<file path="src/hw/host_ctrl_pkg.sv">
/*
  host control receive path, shared definitions
  stream word widths, the two fixed command headers matched on the
  MAC receive stream, and the slow-down hold length and states
*/

`default_nettype none

package host_ctrl_pkg;

  ////////////////////////////////////////
  // stream widths
  ////////////////////////////////////////

  typedef logic [31:0]  word_t;        // one received stream word
  typedef logic [3:0]   keep_t;        // byte enables of a word
  typedef logic [159:0] cmd_string_t;  // word 0 in bits [31:0], first on the wire
  typedef logic [2:0]   word_idx_t;    // frame position, saturates at cmd_words
  typedef logic [47:0]  mac_t;
  typedef logic [15:0]  ether_type_t;
  typedef logic [47:0]  cmd_tag_t;     // 6 ascii chars, byte swapped per word

  localparam int cmd_words = 5;

  ////////////////////////////////////////
  // command headers
  ////////////////////////////////////////

  localparam mac_t        host_dst_mac  = 48'h4502_1111_6843;
  localparam mac_t        host_src_mac  = 48'h8f54_0000_1654;
  localparam ether_type_t host_cmd_type = 16'h005c;

  localparam cmd_tag_t trigger_tag = 48'h6e69_6769_7274;  // "trigin"
  localparam cmd_tag_t slow_tag    = 48'h656d_776f_6c73;  // "slowme"

  // tag upper 32 | tag lower 16 | type | src mac | dst mac
  localparam cmd_string_t trigger_string = {
    trigger_tag[47:16], trigger_tag[15:0], host_cmd_type, host_src_mac, host_dst_mac
  };
  localparam cmd_string_t slow_string = {
    slow_tag[47:16], slow_tag[15:0], host_cmd_type, host_src_mac, host_dst_mac
  };

  ////////////////////////////////////////
  // slow-down hold
  ////////////////////////////////////////

  typedef logic [16:0] hold_count_t;

  localparam hold_count_t slow_hold_cycles = 17'd20000;  // count value ending the hold

  typedef enum logic {
    slow_idle,
    slow_hold
  } slow_state_t;

endpackage

`default_nettype wire

</file>
<file path="src/hw/header_matcher.sv">
/*
  header matcher
  compares the first cmd_words words of each received frame with a
  fixed command header and pulses match for one cycle after the last
  word of a frame whose header agrees in full
*/

`timescale 1ns/1ps
`default_nettype none

module header_matcher #(
  parameter host_ctrl_pkg::cmd_string_t pattern = host_ctrl_pkg::trigger_string
) (
  input  wire                   CPUCLK,
  input  wire                   bus_struct_reset,
  input  host_ctrl_pkg::word_t  rx_data,
  input  host_ctrl_pkg::keep_t  rx_keep,
  input  wire                   rx_valid,
  input  wire                   rx_last,
  output logic                  match
);

  import host_ctrl_pkg::*;

  localparam word_idx_t last_hdr_idx = word_idx_t'(cmd_words - 1);
  localparam word_idx_t idx_sat      = word_idx_t'(cmd_words);
  localparam int        word_bits    = $bits(word_t);

  word_idx_t word_idx;    // position of the next accepted word
  logic      mismatch;    // frame already failed
  word_t     exp_word;
  logic      in_header;
  logic      word_ok;
  logic      too_short;
  logic      frame_bad;

  ////////////////////////////////////////
  // compare against the header
  ////////////////////////////////////////

  // header word for the current position
  always_comb begin
    exp_word = '0;
    for (int i = 0; i < cmd_words; i++) begin
      if (word_idx == word_idx_t'(i)) begin
        exp_word = pattern[i*word_bits +: word_bits];
      end
    end
  end

  assign in_header = (word_idx < idx_sat);
  assign word_ok   = (rx_data == exp_word) && (&rx_keep);  // all bytes must be enabled

  // last word arriving before the header is complete
  assign too_short = rx_last && (word_idx < last_hdr_idx);

  // words past the header do not count
  assign frame_bad = mismatch || (in_header && !word_ok) || too_short;

  ////////////////////////////////////////
  // frame tracking
  ////////////////////////////////////////

  always_ff @(posedge CPUCLK) begin
    if (bus_struct_reset) begin
      word_idx <= '0;
      mismatch <= 1'b0;
    end else if (rx_valid) begin
      if (rx_last) begin
        // next frame starts clean
        word_idx <= '0;
        mismatch <= 1'b0;
      end else begin
        if (word_idx != idx_sat) begin
          word_idx <= word_idx + 1'b1;
        end
        mismatch <= frame_bad;
      end
    end
  end

  // registered one-cycle pulse
  always_ff @(posedge CPUCLK) begin
    if (bus_struct_reset) begin
      match <= 1'b0;
    end else begin
      match <= rx_valid && rx_last && !frame_bad;
    end
  end

endmodule

`default_nettype wire

</file>
<file path="src/hw/slowdown_timer.sv">
/*
  slow-down hold timer
  a host slow-down request starts a fixed hold during which the core
  is stalled, requests seen during a hold are dropped
*/

`timescale 1ns/1ps
`default_nettype none

module slowdown_timer (
  input  wire  CPUCLK,
  input  wire  bus_struct_reset,
  input  wire  slow_request,
  output logic host_stall
);

  import host_ctrl_pkg::*;

  slow_state_t state;
  slow_state_t next_state;
  hold_count_t count;
  logic        count_clear;
  logic        count_en;
  logic        hold_done;

  ////////////////////////////////////////
  // state machine
  ////////////////////////////////////////

  always_ff @(posedge CPUCLK) begin
    if (bus_struct_reset) state <= slow_idle;
    else                  state <= next_state;
  end

  always_comb begin
    case (state)
      slow_idle: next_state = slow_request ? slow_hold : slow_idle;
      slow_hold: next_state = hold_done ? slow_idle : slow_hold;  // new requests ignored here
      default:   next_state = slow_idle;
    endcase
  end

  ////////////////////////////////////////
  // hold counter
  ////////////////////////////////////////

  assign count_clear = (state == slow_idle);
  assign count_en    = (state == slow_hold);
  assign hold_done   = (count == slow_hold_cycles);

  // sits at zero while idle, so a hold always starts from 0
  always_ff @(posedge CPUCLK) begin
    if (bus_struct_reset || count_clear) begin
      count <= '0;
    end else if (count_en) begin
      count <= count + 1'b1;
    end
  end

  assign host_stall = (state == slow_hold);  // slow_hold_cycles + 1 cycles

endmodule

`default_nettype wire

</file>
<file path="src/hw/host_ctrl_top.sv">
/*
  host control receive path
  watches the MAC receive stream for the debug trigger and the
  slow-down command, drives the logic-analyzer trigger and merges
  the host stall with the packetizer stall
*/

`timescale 1ns/1ps
`default_nettype none

module host_ctrl_top (
  input  wire                   CPUCLK,
  input  wire                   bus_struct_reset,
  input  host_ctrl_pkg::word_t  rx_data,
  input  host_ctrl_pkg::keep_t  rx_keep,
  input  wire                   rx_valid,
  input  wire                   rx_last,
  input  wire                   rvvi_stall,
  output logic                  ila_trigger,
  output logic                  external_stall
);

  import host_ctrl_pkg::*;

  logic slow_request;  // one-cycle pulse per slow-down frame
  logic host_stall;

  ////////////////////////////////////////
  // command decode
  ////////////////////////////////////////

  header_matcher #(
    .pattern (trigger_string)
  ) trigger_match (
    .CPUCLK           (CPUCLK),
    .bus_struct_reset (bus_struct_reset),
    .rx_data          (rx_data),
    .rx_keep          (rx_keep),
    .rx_valid         (rx_valid),
    .rx_last          (rx_last),
    .match            (ila_trigger)   // 1 cycle after last word
  );

  header_matcher #(
    .pattern (slow_string)
  ) slow_match (
    .CPUCLK           (CPUCLK),
    .bus_struct_reset (bus_struct_reset),
    .rx_data          (rx_data),
    .rx_keep          (rx_keep),
    .rx_valid         (rx_valid),
    .rx_last          (rx_last),
    .match            (slow_request)
  );

  ////////////////////////////////////////
  // slow-down hold and stall merge
  ////////////////////////////////////////

  slowdown_timer slowdown (
    .CPUCLK           (CPUCLK),
    .bus_struct_reset (bus_struct_reset),
    .slow_request     (slow_request),
    .host_stall       (host_stall)
  );

  // packetizer stall passes straight through
  assign external_stall = rvvi_stall | host_stall;

endmodule

`default_nettype wire

</file>
<file path="config.mk">
export PLATFORM = sky130hd
export DESIGN_NAME = host_ctrl_top
export DESIGN_NICKNAME = d
export VERILOG_FILES = /design/src/hw/host_ctrl_pkg.sv /design/src/hw/header_matcher.sv /design/src/hw/slowdown_timer.sv /design/src/hw/host_ctrl_top.sv
export SDC_FILE = /design/constraint.sdc
export NUM_CORES = 1
export LEC_CHECK = 0
export BUFFER_PORTS_ARGS = -buffer_cell sky130_fd_sc_hd__buf_2
export CAP_MARGIN = 20
export CORE_AREA = 4 4 83 85
export DETAILED_ROUTE_END_ITERATION = 7
export DIE_AREA = 0 0 87 89
export GPL_ROUTABILITY_DRIVEN = 0
export PLACE_DENSITY = 0.61
export SKIP_CTS_REPAIR_TIMING = 1
export SYNTH_ARGS = -nofsm -noshare
export SYNTH_HDL_FRONTEND = slang
export SYNTH_HIERARCHICAL = 1
export SYNTH_SLANG_ARGS = --single-unit
</file>
<file path="constraint.sdc">
create_clock -name CPUCLK -period 4.1 [get_ports CPUCLK]
set_clock_uncertainty 0.05 [all_clocks]
set_input_delay 0.205 -clock CPUCLK [delete_from_list [all_inputs] [get_ports CPUCLK]]
set_output_delay 0.205 -clock CPUCLK [all_outputs]
set_load 0.02 [all_outputs]
</file>
==> key figures <==
Run status
  • Status: complete, no violations

Final layout
  • Register area: 561 sq um
  • Final std cells w/o fill: 430
  • Syn-to-layout area delta: 13.1%
  • Area of the multi-input gates: 1710 sq um
  • # diodes: 0
  • Ratio of cells with drive above 1 in the final layout: 0.161
  • # fillers: 630
  • Nets: 407

Place
  • Setup WS pre-CTS: 1.18 ns
  • I/O Buffers: 42
  • Total placed cells including tap cells: 426
  • Dpl hpwl: about 5000 um

Setup path
  • Max incr delay on CP: 0.71 ns
  • Flop-to-flop setup slack: 1.10 ns
  • WP buf/inv: 1
  • Crit path launch type: register
  • Reg2reg path depth: 8
  • Worst Path Arrival: 3.11 ns
  • Worst R2R Start: trigger_match/word_idx[2]
  • CP top delay family: flip-flops
  • WS Path Type: reg -> reg
  • RR Endpoint: trigger_match/mismatch
  • Worst-path fanout max: 19
  • Slowest-stage cell, CP: dfxtp_1
  • Critical Path Sink Type: register
  • Worst endpoint required time: roughly 4.2 ns
  • Cell breakdown of the critical path: clkinv_1, ha_1, nor3_2, o21ai_0, a22oi_1, o2111ai_1, nor4_2, a21oi_1

CTS
  • Inserted Clock Buffers: 3
  • Clk buf depth: 2
  • Root buffer cell: clkbuf_8
  • Clock-pin transition on the worst setup and hold timing paths: approximately 0.1 ns
  • Clk_lat worst skew: 0.28 ns
  • Clock sink count: 28
  • CTS tree: done
  • # H-tree levels: 1

Timing
  • Fin crit period: approximately 3 ns
  • Max Slew Vio Count: 0
  • Worst-Margin Slew: 0.618 ns
  • Setup TNS: 0 ns
  • Final setup vio count: 0
  • Fin crit share: 0.731
  • Fmax achieved: 0.334 GHz
  • RSZ-0062 raised after global routing: no
  • Final Hold Fails: 0
  • Slew HR: 0.588
  • Setup WS post-layout: 1.10 ns

Logic synthesis
  • Sequential fraction of the synthesis area: 0.232
  • Syn nets: 371
  • Cells after Synth: 318
  • Synth warn: 6
  • Avg Inst Size Synth: 7.59 sq um
  • Yosys cell types: 62
  • Ys flop type: dfxtp_1
  • Synthesized cell area: 2410 sq um
  • FFs w/ async S/R, synth: 0
  • #FFs+latches synth: 28
  • Number of flops mapped to enable cells by yosys: 0

Power and ir drop
  • Sw Pwr: 0.000160 W
  • Net Sw Frac: 0.259
  • Max IR drop VDD: 159 uV
  • Clock power share: 0.354
  • Pleak: roughly 0.96 nW
  • Flop pwr share: 0.452
  • Total chip power: 0.000616 W
  • Pwr Density: 226 nW/um^2
  • Comb pwr share: 0.194
  • Design internal power: approximately 0.00046 W

Global route
  • Vias in the first global route: 2296
  • Gr ovfl total: 0
  • First-pass GRT wire length: 10900 um
  • Largest net degree at the start of global routing: 20
  • Antenna violations before repair: 0
  • GRT Util Overall: 0.172

Floorplan
  • Die area: 7740 sq um
  • Initial Util: 0.389
  • Die height: slightly below 90 um
  • Die width: roughly 87 um
  • Std cell rows: 29
  • # IOs: 43
  • Core area: about 6200 sq um

Route
  • Routed Antenna Nets: 0
  • DRT Pass-1 Iters: 4
  • WL final: 6550 um
  • DRC: 0
  • Via count: 2521
  • Routed WL per cell: around 15 um
  • DR vias/cell: 5.86
  • 1st-iter DRT viols: 129

Min path
  • Hold Path Sink: slow_match/word_idx[2]
  • Hold Path Stages: 2
  • Hold_sp: bus_struct_reset
  • Min-Delay Path Class: in -> reg

Run
  • Max_cap viols: 0
-- area by class of cell --
| type | instances | share of cell area |
|---|---|---|
| Clock buffer | 3 | 0.0151 |
| Sequential cell | 28 | 0.205 |
| Multi-Input combinational cell | 258 | 0.627 |
| Timing Repair Buffer | 42 | 0.0770 |
| Tap cell | 77 | 0.0353 |
| Inverter | 21 | 0.0289 |
| Clock inverter | 1 | 0.0110 |
-- per-layer routing --
layer	global-route usage	routed length, um
met3	0.0267	383
met5	0	0
met1	0.256	3270
met2	0.264	2860
met4	0.0269	38
-- Yosys cell counts, drive strengths merged (3+ instances only) --
cell type | count | share of area
o221ai | 3 | 0.011
o2111ai | 4 | 0.015
a22oi | 5 | 0.016
or4 | 6 | 0.020
or2 | 3 | 0.0078
nor2b | 3 | 0.0078
nor4b | 3 | 0.011
buf | 6 | 0.018
mux2i | 4 | 0.017
nand3 | 10 | 0.021
inv | 20 | 0.031
o22ai | 3 | 0.0078
nor3b | 4 | 0.012
and2 | 4 | 0.012
and3 | 4 | 0.010
nor2 | 30 | 0.047
a21oi | 21 | 0.044
dfxtp | 28 | 0.23
clkbuf | 5 | 0.0083
o21ai | 19 | 0.039
xnor2 | 15 | 0.054
nor4 | 12 | 0.034
nand4 | 9 | 0.030
a31oi | 4 | 0.010
xor2 | 4 | 0.015
nand2b | 9 | 0.023
ha | 12 | 0.062
nand2 | 17 | 0.026
or3 | 11 | 0.028
a2111oi | 4 | 0.018
nor3 | 10 | 0.023
-- sequential cells by signal, indices dropped and copies added, names as in the netlist --
signal                  flops
slow_match/match            1
slow_match/mismatch         1
slow_match/word_idx         3
slowdown/count             17
slowdown/host_stall         1
trigger_match/match         1
trigger_match/mismatch      1
trigger_match/word_idx      3
-- cells in the final DEF, fill, tap and decap left out, drive strengths merged, types with 12 or more instances in the layout --
cell	synthesis	routed
buf	6	42
nor2	30	30
dfxtp	28	28
a21oi	21	21
inv	20	20
o21ai	19	19
nand2	17	17
xnor2	15	15
ha	12	12
nor4	12	12
-- worst max path at each step --
stage | from | depth (start not counted) | endpoint | slack (ns)
floorplan | slow_match/word_idx[1] | 8 | slow_match/mismatch | 1.77
global placement | trigger_match/word_idx[2] | 8 | trigger_match/mismatch | 1.23
detailed placement | trigger_match/word_idx[2] | 8 | trigger_match/mismatch | 1.18
CTS | trigger_match/word_idx[2] | 8 | trigger_match/mismatch | 1.16
global route | trigger_match/word_idx[2] | 8 | trigger_match/mismatch | 0.87
finish | trigger_match/word_idx[2] | 8 | trigger_match/mismatch | 1.10
-- power groups by stage --
stage	Sequential, W	Combinational (W)	Clock (W)
2_1_floorplan	0.000283	0.0000679	0
3_3_place_gp	0.000285	0.000118	0
3_5_place_dp	0.000285	0.000118	0
4_1_cts	0.000278	0.000118	0.000226
5_1_grt	0.000279	0.000134	0.000230
6_report	0.000278	0.000120	0.000218
-- per-stage QoR --
step | cell area (sq um) | util | hold slack (ns)
CTS | 2730 | 0.440 | 0.194
detailed placement | 2660 | 0.429 | 0.410
floorplan | 2410 | - | 0.227
global route | 2730 | 0.440 | 0.221
finish | 2730 | 0.440 | 0.202
global placement | 2660 | 0.429 | 0.394
-- kinds of logic after synthesis --
logic type / after synthesis / share of synthesized area
AND/OR/NAND/NOR: 139 / 0.327
AO/OA/AOI/OAI: 84 / 0.234
buffers and inverters: 32 / 0.0585
flip-flops: 28 / 0.232
XOR/XNOR: 19 / 0.0689
adder cells (fa/ha/maj): 12 / 0.0622
multiplexers: 4 / 0.0166
(Power assumes the default switching activity.)
